`src/source/key_pkg.sv`:
```
// Keypad event definitions shared by the input controller, the control FSM and the top level
package key_pkg;

    // Event class presented by the keypad
    typedef enum logic [1:0] {
        KIND_DIGIT,
        KIND_OP,
        KIND_EQUAL
    } key_kind_t;

    typedef logic [3:0] digit_t;
    typedef logic [2:0] op_code_t;

    // Operator codes carried in the low bits of key_value
    localparam op_code_t OP_NONE = 3'd0;
    localparam op_code_t OP_NEG  = 3'd1;
    localparam op_code_t OP_ADD  = 3'd2;
    localparam op_code_t OP_SUB  = 3'd3;
    localparam op_code_t OP_MUL  = 3'd4;

    localparam int SYNC_STAGES = 2;

endpackage

```
`src/source/num_pkg.sv`:
```
// Number format and control FSM states, imported by the arithmetic units and the controller
package num_pkg;

    localparam int WORD_W = 16;

    // Sign in the top bit, magnitude below it
    typedef logic [WORD_W-1:0] word_t;
    typedef logic [WORD_W-2:0] mag_t;

    localparam int RADIX       = 10;
    localparam int MULT_CYCLES = 15;

    typedef enum logic [3:0] {
        WAIT_OP1,
        WAIT_MULT_OP1,
        ADD_KEY_OP1,
        WAIT_OP2,
        WAIT_MULT_OP2,
        ADD_KEY_OP2,
        SEND_TO_COMPUTE,
        WAIT_COMPUTE,
        SHOW_RESULT
    } state_t;

endpackage

```
`src/source/keypad_sync.sv`:
```
// Keypad input controller: takes one four-phase key request and presents it to gencon as levels
module keypad_sync
    import key_pkg::*;
(
    input  logic      clk,
    input  logic      nRST,
    input  logic      key_req,
    input  key_kind_t key_kind,
    input  logic [3:0] key_value,
    input  logic      key_read,
    output logic      key_ack,
    output digit_t    keypad_input,
    output logic      read_input,
    output op_code_t  operator_input,
    output logic      equal_input
);

    typedef enum logic [1:0] {
        S_IDLE,
        S_PRESENT,
        S_ACKED
    } sync_state_t;

    sync_state_t state;
    logic [SYNC_STAGES-1:0] req_sync;
    logic req_s;
    logic req_q;
    logic req_rise;
    logic ev_valid;
    op_code_t key_code;

    assign req_s    = req_sync[SYNC_STAGES-1];
    assign req_rise = req_s & ~req_q;
    assign key_code = op_code_t'(key_value[2:0]);

    // An operator key with no code has nothing to present
    assign ev_valid = (key_kind == KIND_DIGIT) || (key_kind == KIND_EQUAL) ||
                      (key_kind == KIND_OP && key_code != OP_NONE);

    always_ff @(posedge clk or negedge nRST) begin
        if (!nRST) begin
            req_sync <= '0;
            req_q    <= 1'b0;
        end else begin
            req_sync <= {req_sync[SYNC_STAGES-2:0], key_req};
            req_q    <= req_s;
        end
    end

    always_ff @(posedge clk or negedge nRST) begin
        if (!nRST) begin
            state          <= S_IDLE;
            key_ack        <= 1'b0;
            read_input     <= 1'b0;
            operator_input <= OP_NONE;
            equal_input    <= 1'b0;
        end else begin
            case (state)
                S_IDLE: begin
                    if (req_rise && ev_valid) begin
                        read_input     <= (key_kind == KIND_DIGIT);
                        equal_input    <= (key_kind == KIND_EQUAL);
                        operator_input <= (key_kind == KIND_OP) ? key_code : OP_NONE;
                        state          <= S_PRESENT;
                    end else if (req_rise) begin
                        // Nothing for gencon, acknowledge at once
                        key_ack <= 1'b1;
                        state   <= S_ACKED;
                    end
                end
                S_PRESENT: begin
                    if (key_read) begin
                        read_input     <= 1'b0;
                        equal_input    <= 1'b0;
                        operator_input <= OP_NONE;
                        key_ack        <= 1'b1;
                        state          <= S_ACKED;
                    end
                end
                S_ACKED: begin
                    if (!req_s) begin
                        key_ack <= 1'b0;
                        state   <= S_IDLE;
                    end
                end
                default: state <= S_IDLE;
            endcase
        end
    end

    always_ff @(posedge clk) begin
        if (state == S_IDLE && req_rise) begin
            keypad_input <= key_value;
        end
    end

endmodule

```
`src/source/sm_addsub.sv`:
```
// Sign-magnitude adder/subtractor, result and finish registered one cycle after start
module sm_addsub
    import num_pkg::*;
(
    input  logic  clk,
    input  logic  nRST,
    input  word_t in1,
    input  word_t in2,
    input  logic  sub,
    input  logic  start,
    output word_t out,
    output logic  finish
);

    logic a_sign;
    logic b_sign;
    logic r_sign;
    mag_t a_mag;
    mag_t b_mag;
    mag_t r_mag;

    always_comb begin
        a_sign = in1[WORD_W-1];
        b_sign = in2[WORD_W-1] ^ sub;
        a_mag  = in1[WORD_W-2:0];
        b_mag  = in2[WORD_W-2:0];
        if (a_sign == b_sign) begin
            // Carry out of the magnitude is dropped
            r_mag  = a_mag + b_mag;
            r_sign = a_sign;
        end else if (a_mag >= b_mag) begin
            r_mag  = a_mag - b_mag;
            r_sign = a_sign;
        end else begin
            r_mag  = b_mag - a_mag;
            r_sign = b_sign;
        end
        if (r_mag == '0) begin
            r_sign = 1'b0;
        end
    end

    always_ff @(posedge clk or negedge nRST) begin
        if (!nRST) begin
            finish <= 1'b0;
        end else begin
            finish <= start;
        end
    end

    always_ff @(posedge clk) begin
        if (start) begin
            out <= {r_sign, r_mag};
        end
    end

endmodule

```
`src/source/shift_add_mult.sv`:
```
// Iterative sign-magnitude multiplier, one shift-and-add step per cycle, low 15 bits kept
module shift_add_mult
    import num_pkg::*;
(
    input  logic  clk,
    input  logic  nRST,
    input  word_t in1,
    input  word_t in2,
    input  logic  start,
    output word_t out,
    output logic  finish
);

    localparam int CNT_W = $clog2(MULT_CYCLES + 1);

    logic [CNT_W-1:0] cnt;
    mag_t multiplicand;
    mag_t multiplier;
    mag_t acc;
    mag_t acc_next;
    logic prod_sign;

    // Bits shifted past the top are outside the kept product anyway
    assign acc_next = multiplier[0] ? acc + multiplicand : acc;

    always_ff @(posedge clk or negedge nRST) begin
        if (!nRST) begin
            cnt    <= '0;
            finish <= 1'b0;
        end else begin
            finish <= 1'b0;
            if (start) begin
                cnt <= CNT_W'(MULT_CYCLES);
            end else if (cnt != '0) begin
                cnt <= cnt - 1'b1;
                if (cnt == CNT_W'(1)) begin
                    finish <= 1'b1;
                end
            end
        end
    end

    always_ff @(posedge clk) begin
        if (start) begin
            multiplicand <= in1[WORD_W-2:0];
            multiplier   <= in2[WORD_W-2:0];
            prod_sign    <= in1[WORD_W-1] ^ in2[WORD_W-1];
            acc          <= '0;
        end else if (cnt != '0) begin
            multiplicand <= multiplicand << 1;
            multiplier   <= multiplier >> 1;
            acc          <= acc_next;
            if (cnt == CNT_W'(1)) begin
                // Zero product shown positive
                out <= {prod_sign & (acc_next != '0), acc_next};
            end
        end
    end

endmodule

```
`src/source/gencon.sv`:
```
// Calculator control FSM: builds both operands from keys, runs the arithmetic and drives the display
module gencon
    import key_pkg::*;
    import num_pkg::*;
(
    input  logic     clk,
    input  logic     nRST,
    input  digit_t   keypad_input,
    input  logic     read_input,
    input  op_code_t operator_input,
    input  logic     equal_input,
    output logic     key_read,
    output logic     complete,
    output word_t    display_output
);

    state_t state;
    state_t next_state;

    word_t    operand1;
    word_t    operand2;
    word_t    cur_operand;
    op_code_t op_q;
    digit_t   digit_q;

    // Shared operand registers for both units
    word_t unit_in1;
    word_t unit_in2;
    logic  sub;
    logic  start_add;
    logic  start_mult;
    word_t add_out;
    word_t mult_out;
    logic  add_finish;
    logic  mult_finish;

    logic waiting;
    logic take;
    logic load_digit;
    logic is_arith;

    sm_addsub add_unit (
        .clk    (clk),
        .nRST   (nRST),
        .in1    (unit_in1),
        .in2    (unit_in2),
        .sub    (sub),
        .start  (start_add),
        .out    (add_out),
        .finish (add_finish)
    );

    shift_add_mult mult_unit (
        .clk    (clk),
        .nRST   (nRST),
        .in1    (unit_in1),
        .in2    (unit_in2),
        .start  (start_mult),
        .out    (mult_out),
        .finish (mult_finish)
    );

    // Digit goes into the magnitude, sign kept
    function automatic word_t add_digit(input word_t w, input digit_t d);
        add_digit = {w[WORD_W-1], w[WORD_W-2:0] + mag_t'(d)};
    endfunction

    assign waiting     = (state == WAIT_OP1) || (state == WAIT_OP2);
    assign cur_operand = (state == WAIT_OP2) ? operand2 : operand1;
    assign is_arith    = operator_input inside {OP_ADD, OP_SUB, OP_MUL};

    // key_read high means the level still showing is the event just taken
    assign take = waiting && !key_read &&
                  (read_input || equal_input || operator_input != OP_NONE);
    assign load_digit = take && read_input;

    always_comb begin
        next_state = state;
        case (state)
            WAIT_OP1: begin
                if (take && read_input) begin
                    next_state = WAIT_MULT_OP1;
                end else if (take && is_arith) begin
                    next_state = WAIT_OP2;
                end
            end
            WAIT_MULT_OP1: if (mult_finish) next_state = ADD_KEY_OP1;
            ADD_KEY_OP1: next_state = WAIT_OP1;
            WAIT_OP2: begin
                if (take && read_input) begin
                    next_state = WAIT_MULT_OP2;
                end else if (take && equal_input) begin
                    next_state = SEND_TO_COMPUTE;
                end
            end
            WAIT_MULT_OP2: if (mult_finish) next_state = ADD_KEY_OP2;
            ADD_KEY_OP2: next_state = WAIT_OP2;
            SEND_TO_COMPUTE: next_state = WAIT_COMPUTE;
            WAIT_COMPUTE: if (add_finish || mult_finish) next_state = SHOW_RESULT;
            SHOW_RESULT: next_state = WAIT_OP1;
            default: next_state = WAIT_OP1;
        endcase
    end

    always_ff @(posedge clk or negedge nRST) begin
        if (!nRST) begin
            state          <= WAIT_OP1;
            key_read       <= 1'b0;
            complete       <= 1'b0;
            display_output <= '0;
            operand1       <= '0;
            operand2       <= '0;
            op_q           <= OP_NONE;
            start_add      <= 1'b0;
            start_mult     <= 1'b0;
        end else begin
            state      <= next_state;
            key_read   <= take;
            complete   <= (state == SHOW_RESULT);
            start_mult <= load_digit || (state == SEND_TO_COMPUTE && op_q == OP_MUL);
            start_add  <= (state == SEND_TO_COMPUTE && op_q != OP_MUL);
            case (state)
                WAIT_OP1: begin
                    if (take && operator_input == OP_NEG) begin
                        operand1[WORD_W-1] <= ~operand1[WORD_W-1];
                    end else if (take && is_arith) begin
                        op_q <= operator_input;
                    end
                end
                WAIT_MULT_OP1: begin
                    if (mult_finish) begin
                        operand1 <= {operand1[WORD_W-1], mult_out[WORD_W-2:0]};
                    end
                end
                ADD_KEY_OP1: operand1 <= add_digit(operand1, digit_q);
                WAIT_OP2: begin
                    // Further arithmetic operators are dropped, no chaining
                    if (take && operator_input == OP_NEG) begin
                        operand2[WORD_W-1] <= ~operand2[WORD_W-1];
                    end
                end
                WAIT_MULT_OP2: begin
                    if (mult_finish) begin
                        operand2 <= {operand2[WORD_W-1], mult_out[WORD_W-2:0]};
                    end
                end
                ADD_KEY_OP2: operand2 <= add_digit(operand2, digit_q);
                SHOW_RESULT: begin
                    display_output <= (op_q == OP_MUL) ? mult_out : add_out;
                    operand1       <= '0;
                    operand2       <= '0;
                end
                default: ;
            endcase
        end
    end

    always_ff @(posedge clk) begin
        if (load_digit) begin
            digit_q  <= keypad_input;
            unit_in1 <= cur_operand;
            unit_in2 <= word_t'(RADIX);
        end else if (state == SEND_TO_COMPUTE) begin
            unit_in1 <= operand1;
            unit_in2 <= operand2;
            sub      <= (op_q == OP_SUB);
        end
    end

endmodule

```
`src/source/calc_top.sv`:
```
// Calculator top level joining the keypad input controller to the control FSM
module calc_top
    import key_pkg::*;
    import num_pkg::*;
(
    input  logic       clk,
    input  logic       nRST,
    input  logic       key_req,
    input  key_kind_t  key_kind,
    input  logic [3:0] key_value,
    output logic       key_ack,
    output logic       complete,
    output word_t      display_output
);

    digit_t   keypad_input;
    logic     read_input;
    op_code_t operator_input;
    logic     equal_input;
    logic     key_read;

    keypad_sync keypad_sync_i (
        .clk            (clk),
        .nRST           (nRST),
        .key_req        (key_req),
        .key_kind       (key_kind),
        .key_value      (key_value),
        .key_read       (key_read),
        .key_ack        (key_ack),
        .keypad_input   (keypad_input),
        .read_input     (read_input),
        .operator_input (operator_input),
        .equal_input    (equal_input)
    );

    gencon gencon_i (
        .clk            (clk),
        .nRST           (nRST),
        .keypad_input   (keypad_input),
        .read_input     (read_input),
        .operator_input (operator_input),
        .equal_input    (equal_input),
        .key_read       (key_read),
        .complete       (complete),
        .display_output (display_output)
    );

endmodule

```
`config.mk`:
```
export PLATFORM = sky130hd
export DESIGN_NAME = calc_top
export DESIGN_NICKNAME = d
export VERILOG_FILES = /design/src/source/key_pkg.sv /design/src/source/num_pkg.sv /design/src/source/keypad_sync.sv /design/src/source/sm_addsub.sv /design/src/source/shift_add_mult.sv /design/src/source/gencon.sv /design/src/source/calc_top.sv
export SDC_FILE = /design/constraint.sdc
export NUM_CORES = 1
export LEC_CHECK = 0
export BUFFER_PORTS_ARGS = -buffer_cell sky130_fd_sc_hd__buf_2
export CAP_MARGIN = 0
export CORE_ASPECT_RATIO = 1.4
export CORE_MARGIN = 2
export CORE_UTILIZATION = 55
export DETAILED_ROUTE_END_ITERATION = 12
export PLACE_DENSITY = 0.71
export SLEW_MARGIN = 40
export SYNTH_ARGS = -nofsm -noshare
export SYNTH_HDL_FRONTEND = slang
export SYNTH_SLANG_ARGS = --single-unit
export TNS_END_PERCENT = 1
```
`constraint.sdc`:
```
create_clock -name clk -period 4 [get_ports clk]
set_input_delay 0.8 -clock clk [delete_from_list [all_inputs] [get_ports clk]]
set_output_delay 0.8 -clock clk [all_outputs]
set_load 0.03 [all_outputs]
```
==> results of run 1 <==
[per-layer routing]
layer / vias to the layer above / global-route usage [%] / wire (um)
met3: 68 / 4.75 / 1450
met1: 4501 / 37.0 / 13300
met2: 293 / 50.4 / 15800
met4: 0 / 11.0 / 987
met5: - / 0 / 0
li1: 4309 / - / -
[what timing repair did]
action / CTS / global route
hold buffers: 0 / 0
gates resized for setup: 0 / 1
endpoints found under the setup margin: 0 / 1
[worst max-delay path, delay by kind of cell, from the launching register on]
family / cells / cell delay [ns]
buffers and inverters: 1 / 0.06
and+or+nand+nor: 2 / 0.79
xor gates and xnor gates: 1 / 0.12
DFF: 1 / 0.40
adders and majority gates: 1 / 0.44
AOI/OAI and AO/OA: 6 / 1.67
[cell families after synthesis]
family                     after synthesis
and+or+nand+nor                        323
muxes                                   78
xor gates and xnor gates                24
adders and majority gates               77
DFF                                    195
AOI/OAI and AO/OA                      343
buffers and inverters                  127
[through the flow]
| step | utilization, % | power [mW] | instance area, um2 |
|---|---|---|---|
| 3_3_place_gp | 58.1 | 10.3 | 12000 |
| 4_1_cts | 60.9 | 12.1 | 12600 |
| 6_report | 60.9 | 12.2 | 12600 |
| 3_5_place_dp | 58.1 | 10.4 | 12000 |
| 2_1_floorplan | - | 8.37 | 11600 |
| 5_1_grt | 60.9 | 13.0 | 12600 |
[layout make-up]
type | instances | area, um2 | share of cell area (%)
timing repair buffer | 49 | 309 | 2.46
inverter | 70 | 263 | 2.09
clock buffer | 25 | 522 | 4.15
multi-input combinational | 845 | 5950 | 47.3
sequential | 195 | 5160 | 41.1
tap | 256 | 320 | 2.55
clock inverter | 7 | 41.3 | 0.329
[worst min-delay path by stage]
stage,to,slack [ns]
after floorplan,keypad_sync_i.req_sync[1],0.33
after global placement,keypad_sync_i.req_sync[1],0.33
after detailed placement,keypad_sync_i.req_sync[1],0.34
after CTS,keypad_sync_i.req_sync[1],0.36
after global routing,keypad_sync_i.req_sync[1],0.36
final,keypad_sync_i.req_sync[1],0.35
[power by group through the flow]
stage          clock (mW)  combinational [mW]  sequential, mW
3_3_place_gp            0                6.39            3.90
4_1_cts              1.70                6.47            3.89
2_1_floorplan           0                4.61            3.76
5_1_grt              1.76                7.22            4.00
3_5_place_dp            0                6.43            3.92
6_report             1.68                6.57            3.90
[cell usage in the layout, fill, tap and decap left out, types with 7 or more instances in the layout]
| master | Yosys | routed |
|---|---|---|
| a211oi_1 | 11 | 11 |
| a21o_1 | 17 | 16 |
| a21oi_1 | 73 | 73 |
| a22o_1 | 12 | 12 |
| a31oi_1 | 19 | 19 |
| and2_1 | 9 | 9 |
| and3_1 | 11 | 11 |
| buf_2 | 8 | 25 |
| buf_4 | 0 | 23 |
| clkbuf_16 | 0 | 19 |
| dfrtp_1 | 76 | 76 |
| dfxtp_1 | 31 | 31 |
| edfxtp_1 | 88 | 88 |
| ha_1 | 71 | 71 |
| inv_1 | 70 | 70 |
| mux2_2 | 52 | 52 |
| mux2i_1 | 26 | 26 |
| nand2_1 | 92 | 90 |
| nand2b_1 | 10 | 10 |
| nand3_1 | 19 | 19 |
| nand4_1 | 9 | 9 |
| nor2_1 | 88 | 88 |
| nor2b_1 | 13 | 13 |
| nor3_1 | 27 | 26 |
| o211ai_1 | 12 | 12 |
| o21ai_0 | 103 | 102 |
| o21bai_1 | 7 | 7 |
| o22a_1 | 8 | 8 |
| o31ai_1 | 20 | 20 |
| or3_1 | 8 | 7 |
| xnor2_1 | 16 | 16 |
[flip-flops by register name, summed over array words and instances (netlist names), 2 cells and up]
register                         cells
gencon_i.operand1                   16
gencon_i.mult_unit.acc              15
gencon_i.state                       4
keypad_sync_i.state                  2
gencon_i.operand2                   16
gencon_i.digit_q                     4
gencon_i.display_output             16
gencon_i.unit_in2                   16
gencon_i.op_q                        3
gencon_i.mult_unit.multiplicand     15
gencon_i.mult_unit.multiplier       15
keypad_sync_i.operator_input         3
gencon_i.add_unit.out               16
gencon_i.mult_unit.cnt               4
gencon_i.mult_unit.out              16
keypad_sync_i.keypad_input           4
keypad_sync_i.req_sync               2
gencon_i.unit_in1                   16
[synthesized netlist by cell type, types with 11 or more instances]
library cell,instances
nor2b_1,13
a211oi_1,11
o31ai_1,20
clkbuf_1,44
o211ai_1,12
nand2_1,92
nor3_1,27
a21oi_1,73
mux2i_1,26
a31oi_1,19
dfrtp_1,76
nand3_1,19
a22o_1,12
ha_1,71
dfxtp_1,31
inv_1,70
edfxtp_1,88
mux2_2,52
xnor2_1,16
and3_1,11
a21o_1,17
o21ai_0,103
nor2_1,88
==> out/results.tsv, run 1 <==
stage	metric	value	unit
timing	relative slew slack	44.9	%
clock_tree	htree depth	4	
logic_synthesis	post-synthesis mux area share	7.30	%
placed_design	DP HPWL	23700	um
setup_path	required time worst endpoint	4.18	ns
cells_and_area	Syn-to-layout area delta	8.48	%
setup_path	crit path cell chain	inv_1 -> ha_1 -> a21oi_1 -> o31ai_2 -> a2111o_2 -> or3_1 -> a31oi_2 -> xnor2_1 -> or3_1 -> a2111oi_2 -> a21oi_1	
die	Die H	176	um
logic_synthesis	Post-synth EDFFs	88	
route	final WL	31600	um
logic_synthesis	synthesized area	11600	um2
logic_synthesis	asr flop ratio synth	39.0	%
timing	Fin Setup TNS	0	ns
global_routing	first-pass GRT wire length	50000	um
logic_synthesis	ranking of synthesized cells by area	edfxtp_1 (23%), dfrtp_1 (16%), ha_1 (7.7%)	
route	Residual DRC	0	
setup_path	r2r setup slk	0.25	ns
cells_and_area	Nets	1264	
cells_and_area	ant diodes	0	
logic_synthesis	Synth Area in XOR/XNOR	2.06	%
global_routing	Congestion Overflow GR	0	
placed_design	Port Buffers	26	
setup_path	FF-to-FF Start	gencon_i.unit_in1[8]	
clock_tree	Clock Tree Buf Depth	2	
timing	Final setup viols	0	
die	Die ar.	22300	um2
route	routed len/inst	21.8	um
setup_path	Worst Path Arrival	3.94	ns
setup_path	crit path kind	register to register	
power	Switching Share	45.7	%
clock_tree	Clk Latency, worst-skew pair	0.45	ns
timing	final worst slack	0.249	ns
logic_synthesis	Yosys cell types	80	
global_routing	antenna violations before repair	0	
placed_design	Placed Cells incl. Taps	1415	
timing	final hold slack	0.352	ns
job	Max Cap Violations	0	
clock_tree	post-CTS setup buffer count	0	
logic_synthesis	complex-gate fraction of the synthesized area	19.3	%
logic_synthesis	dominant cell type by area after synthesis	edfxtp_1	
power	Clk pwr share	13.8	%
cells_and_area	layout cells sized above 1	13.3	%
setup_path	worst r2r path cells	11	
logic_synthesis	register area share after synthesis	44.6	%
route	Detail Route Antenna Nets	0	
route	vias per std cell	6.34	
setup_path	CP Launch Type	register	
logic_synthesis	Syn Area/Cell	9.93	um2
route	DRT iter0 DRCs	823	
logic_synthesis	synth warn	0	
global_routing	maximum number of pins on one net before global-route repair	77	
min_path	Min-Delay Path Class	register to register	
power	Psw	5.55	mW
setup_path	Worst setup endpoint	gencon_i.add_unit.out[15]	
logic_synthesis	Synth Area in Adders	8.70	%
clock_tree	CTS Buf Count	17	
die	Initial Util	56.1	%
timing	Fmax achieved	267	MHz
placed_design	pre-CTS WS	0.193	ns
power	Leak	5.33	nW
logic_synthesis	Cells after Synth	1167	
timing	max-slew violations	0	
die	io pins	27	
min_path	hold path depth	0	
global_routing	vias in the first global route	8965	
timing	Final Hold Fails	0	
setup_path	CP max FO	13	
setup_path	worst setup path start	gencon_i.unit_in1[8]	
timing	Fin Clk Skew	0.0150	ns
cells_and_area	final cell count without fillers	1447	
min_path	hold path start	keypad_sync_i.req_sync[0]	
setup_path	crit path capture type	register	
placed_design	routability cong.	0.976	
logic_synthesis	Synth Register Bits	195	
status	outcome	finished, final reports clean	
die	Placeable Area	20600	um2
route	DRT Pass-1 Iters	5	
logic_synthesis	largest family of logic cells by synthesized area	compound AO/OA/AOI/OAI gates	
logic_synthesis	Yosys top cell area share	22.8	%
clock_tree	sinks on the clock net	195	
timing	Tcrit/Tclk final	93.8	%
global_routing	all-layer global routing usage	29.2	%
power	Cell Int Power	6.60	mW
die	die width	127	um
setup_path	slowest CP cell	a2111o_2	
setup_path	RR Endpoint	gencon_i.add_unit.out[15]	
timing	minimum clock period	3.75	ns
power	pwr/cell area	967	nW/um2
timing	Slew @ Worst Pin	0.826	ns
clock_tree	Clock transition at path regs	0.07	ns
cells_and_area	Filler cells	1744	
power	Max VDD drop	542	uV
power	combinational share of power	54.1	%
clock_tree	root buffer cell	clkbuf_16	
timing	RSZ-0062 raised after global routing	no	
logic_synthesis	Post-Syn Nets	1253	
setup_path	CP max stage delay	0.57	ns
logic_synthesis	Main synth FF type	edfxtp_1	
logic_synthesis	post-synthesis simple-gate area fraction	13.7	%
die	FP Rows	62	
route	Vias	9171	
clock_tree	CTS tree	done	
power	register share of total power	32.1	%
Note: power is estimated with default switching activity, not from simulation.
==> run 2, diff against run 1 <==
--- a/config.mk
+++ b/config.mk
@@ -7,11 +7,13 @@
 export LEC_CHECK = 0
 export BUFFER_PORTS_ARGS = -buffer_cell sky130_fd_sc_hd__buf_2
 export CAP_MARGIN = 0
+export CELL_PAD_IN_SITES_DETAIL_PLACEMENT = 1
+export CELL_PAD_IN_SITES_GLOBAL_PLACEMENT = 1
 export CORE_ASPECT_RATIO = 1.4
 export CORE_MARGIN = 2
-export CORE_UTILIZATION = 55
+export CORE_UTILIZATION = 50
 export DETAILED_ROUTE_END_ITERATION = 12
-export PLACE_DENSITY = 0.71
+export PLACE_DENSITY_LB_ADDON = 0.1
 export SLEW_MARGIN = 40
 export SYNTH_ARGS = -nofsm -noshare
 export SYNTH_HDL_FRONTEND = slang
==> run 2 against run 1 <==
Against the previous run: non-clock buffer count grew 8; cell count grew 3.7%; via count grew 2.7%; clock-buffer cell count shrank 8; clock power grew 7%; worst setup slack gained 0.013 ns; power grew 1.6%; design area grew 1.3%; global-route usage grew 0.53 points; combinational power is essentially flat; fmax grew 0.34%; critical endpoint unchanged.
==> out/results.tsv, run 2 (synthesis results as in run 1) <==
stage	metric	value	unit	change
global_routing	maximum number of pins on one net before global-route repair	34		was 77
die	die width	133	um	was 127 um
clock_tree	Clk Latency, worst-skew pair	0.45	ns	about the same
clock_tree	Resize count post-CTS	0		unchanged
power	Overall Power	12.3	mW	was 12.2 mW
power	Clk pwr share	14.5	%	was 13.8%
setup_path	CP max FO	9		was 13
setup_path	Worst setup endpoint	gencon_i.add_unit.out[15]		unchanged
clock_tree	Clock Tree Buf Depth	2		unchanged
cells_and_area	most common cell after layout, fill and taps aside	o21ai_0		unchanged
global_routing	all-layer global routing usage	29.8	%	was 29.2%
power	Psw	5.71	mW	was 5.55 mW
setup_path	worst r2r path cells	14		was 11
global_routing	first-pass GRT wire length	55700	um	was 50000 um
route	DRT Pass-1 Iters	6		was 5
power	Cell Int Power	6.64	mW	was 6.60 mW
status	outcome	finished, final reports clean		unchanged
setup_path	crit path capture type	register		unchanged
cells_and_area	most frequent cells in the layout	o21ai_0 (103), nand2_1 (90), edfxtp_1 (88), nor2_1 (87), dfrtp_1 (75)		was o21ai_0 (102), nand2_1 (90), nor2_1 (88), edfxtp_1 (88), dfrtp_1 (76)
cells_and_area	Syn-to-layout area delta	9.85	%	was 8.48%
timing	max-slew violations	0		unchanged
cells_and_area	ant diodes	0		unchanged
global_routing	vias in the first global route	9873		was 8965
route	DRT iter0 DRCs	695		was 823
timing	final hold slack	0.317	ns	was 0.352 ns
global_routing	Congestion Overflow GR	0		unchanged
timing	Fin Setup TNS	0	ns	unchanged
cells_and_area	layout cells sized above 1	14.2	%	was 13.3%
job	Max Cap Violations	0		unchanged
placed_design	routability cong.	0.980		was 0.976
clock_tree	CTS tree	done		unchanged
clock_tree	root buffer cell	clkbuf_16		unchanged
die	Initial Util	51.1	%	was 56.1%
route	Vias	9415		was 9171
cells_and_area	Nets	1272		was 1264
setup_path	Worst Path Arrival	3.93	ns	was 3.94 ns
power	combinational share of power	53.3	%	was 54.1%
clock_tree	post-CTS setup buffer count	0		unchanged
route	routed len/inst	23.4	um	was 21.8 um
placed_design	pre-CTS WS	0.180	ns	was 0.193 ns
min_path	Min-Delay Path Class	input port to async pin		was register to register
timing	RSZ-0062 raised after global routing	no		unchanged
power	Leak	5.37	nW	was 5.33 nW
timing	Final setup viols	0		unchanged
timing	minimum clock period	3.74	ns	was 3.75 ns
route	final WL	35100	um	was 31600 um
setup_path	CP Launch Type	register		unchanged
route	vias per std cell	6.28		was 6.34
setup_path	r2r setup slk	0.26	ns	was 0.25 ns
clock_tree	Clock transition at path regs	0.08	ns	was 0.07 ns
die	FP Rows	65		was 62
timing	Slew @ Worst Pin	0.834	ns	was 0.826 ns
clock_tree	hold_buf cts	0		unchanged
die	Die H	184	um	was 176 um
die	Die ar.	24400	um2	was 22300 um2
die	Placeable Area	22700	um2	was 20600 um2
timing	Fmax achieved	268	MHz	was 267 MHz
clock_tree	htree depth	4		unchanged
power	pwr/cell area	970	nW/um2	was 967 nW/um2
timing	Final Hold Fails	0		unchanged
timing	final worst slack	0.262	ns	was 0.249 ns
power	Max VDD drop	437	uV	was 542 uV
route	Residual DRC	0		unchanged
setup_path	required time worst endpoint	4.19	ns	was 4.18 ns
global_routing	antenna violations before repair	0		unchanged
power	register share of total power	32.2	%	was 32.1%
timing	relative slew slack	44.3	%	was 44.9%
setup_path	FF-to-FF Start	gencon_i.unit_in1[2]		was gencon_i.unit_in1[8]
setup_path	RR Endpoint	gencon_i.add_unit.out[15]		unchanged
route	Detail Route Antenna Nets	0		unchanged
placed_design	Port Buffers	26		unchanged
timing	Fin Clk Skew	0.0119	ns	was 0.0150 ns
setup_path	worst setup path start	gencon_i.unit_in1[2]		was gencon_i.unit_in1[8]
clock_tree	CTS Buf Count	17		unchanged
die	io pins	27		unchanged
clock_tree	sinks on the clock net	195		unchanged
placed_design	DP HPWL	26600	um	was 23700 um
power	Switching Share	46.2	%	was 45.7%
setup_path	crit path kind	register to register		unchanged
timing	Tcrit/Tclk final	93.5	%	was 93.8%
## run 2: changes by cell type in the layout (fill, tap and decap cells not counted), moves of 3 or more
cell / previous run / this run
buf_4: 23 / 32
clkbuf_1: 3 / 0
clkinv_2: 4 / 1
clkinv_4: 0 / 3
clkinvlp_4: 0 / 3
inv_6: 1 / 4
## run 2: power groups by stage
stage	Clock (mW)	Sequential [mW]	Combinational [mW]
6_report	1.80	3.97	6.58
5_1_grt	1.88	4.07	7.26
4_1_cts	1.81	3.96	6.55
3_5_place_dp	0	3.99	6.50
3_3_place_gp	0	3.95	6.34
2_1_floorplan	0	3.76	4.61
## run 2: metrics by stage
step / area [um2] / std cells / utilization (%)
floorplan: 11600 / 1167 / -
global placement: 12100 / 1468 / 53.4
detailed placement: 12100 / 1468 / 53.4
CTS: 12700 / 1500 / 56.1
global route: 12700 / 1500 / 56.1
finish: 12700 / 1500 / 56.1
## run 2: critical path, stage by stage, from the launching register on
cell       delay, ns
edfxtp_1        0.42
inv_1           0.09
ha_1            0.44
nor2_1          0.10
o311ai_0        0.33
buf_4           0.19
a211oi_1        0.08
o21ai_0         0.42
buf_4           0.21
nand2_1         0.06
a2111oi_0       0.40
buf_4           0.19
a221oi_1        0.07
a2111oi_2       0.38
a21oi_1         0.10
## run 2: how the worst min path moves through the flow
stage          cells past startpoint                 startpoint                        end  slack, ns
2_1_floorplan                      0  keypad_sync_i.req_sync[0]  keypad_sync_i.req_sync[1]       0.33
3_3_place_gp                       0  keypad_sync_i.req_sync[0]  keypad_sync_i.req_sync[1]       0.34
3_5_place_dp                       0  keypad_sync_i.req_sync[0]  keypad_sync_i.req_sync[1]       0.34
4_1_cts                            1                       nRST      gencon_i.operand2[15]       0.33
5_1_grt                            1                       nRST       gencon_i.operand1[4]       0.34
6_report                           1                       nRST   keypad_sync_i.read_input       0.32
## run 2: area by class of cell
type	instances	area, um2
Inverter	70	263
Timing Repair Buffer	57	365
Fill cell	2523	9960
Sequential cell	195	5170
Clock inverter	15	171
Clock buffer	17	425
Tap cell	301	377
Multi-Input combinational cell	845	5960
## run 2: routing by layer
metal	vias up	GRT usage (%)	part of all wire (%)
met3	70	4.04	3.0
met5	-	0	0
met2	194	54.0	52
met1	4838	36.0	42
met4	0	10.9	3.0
li1	4313	-	-
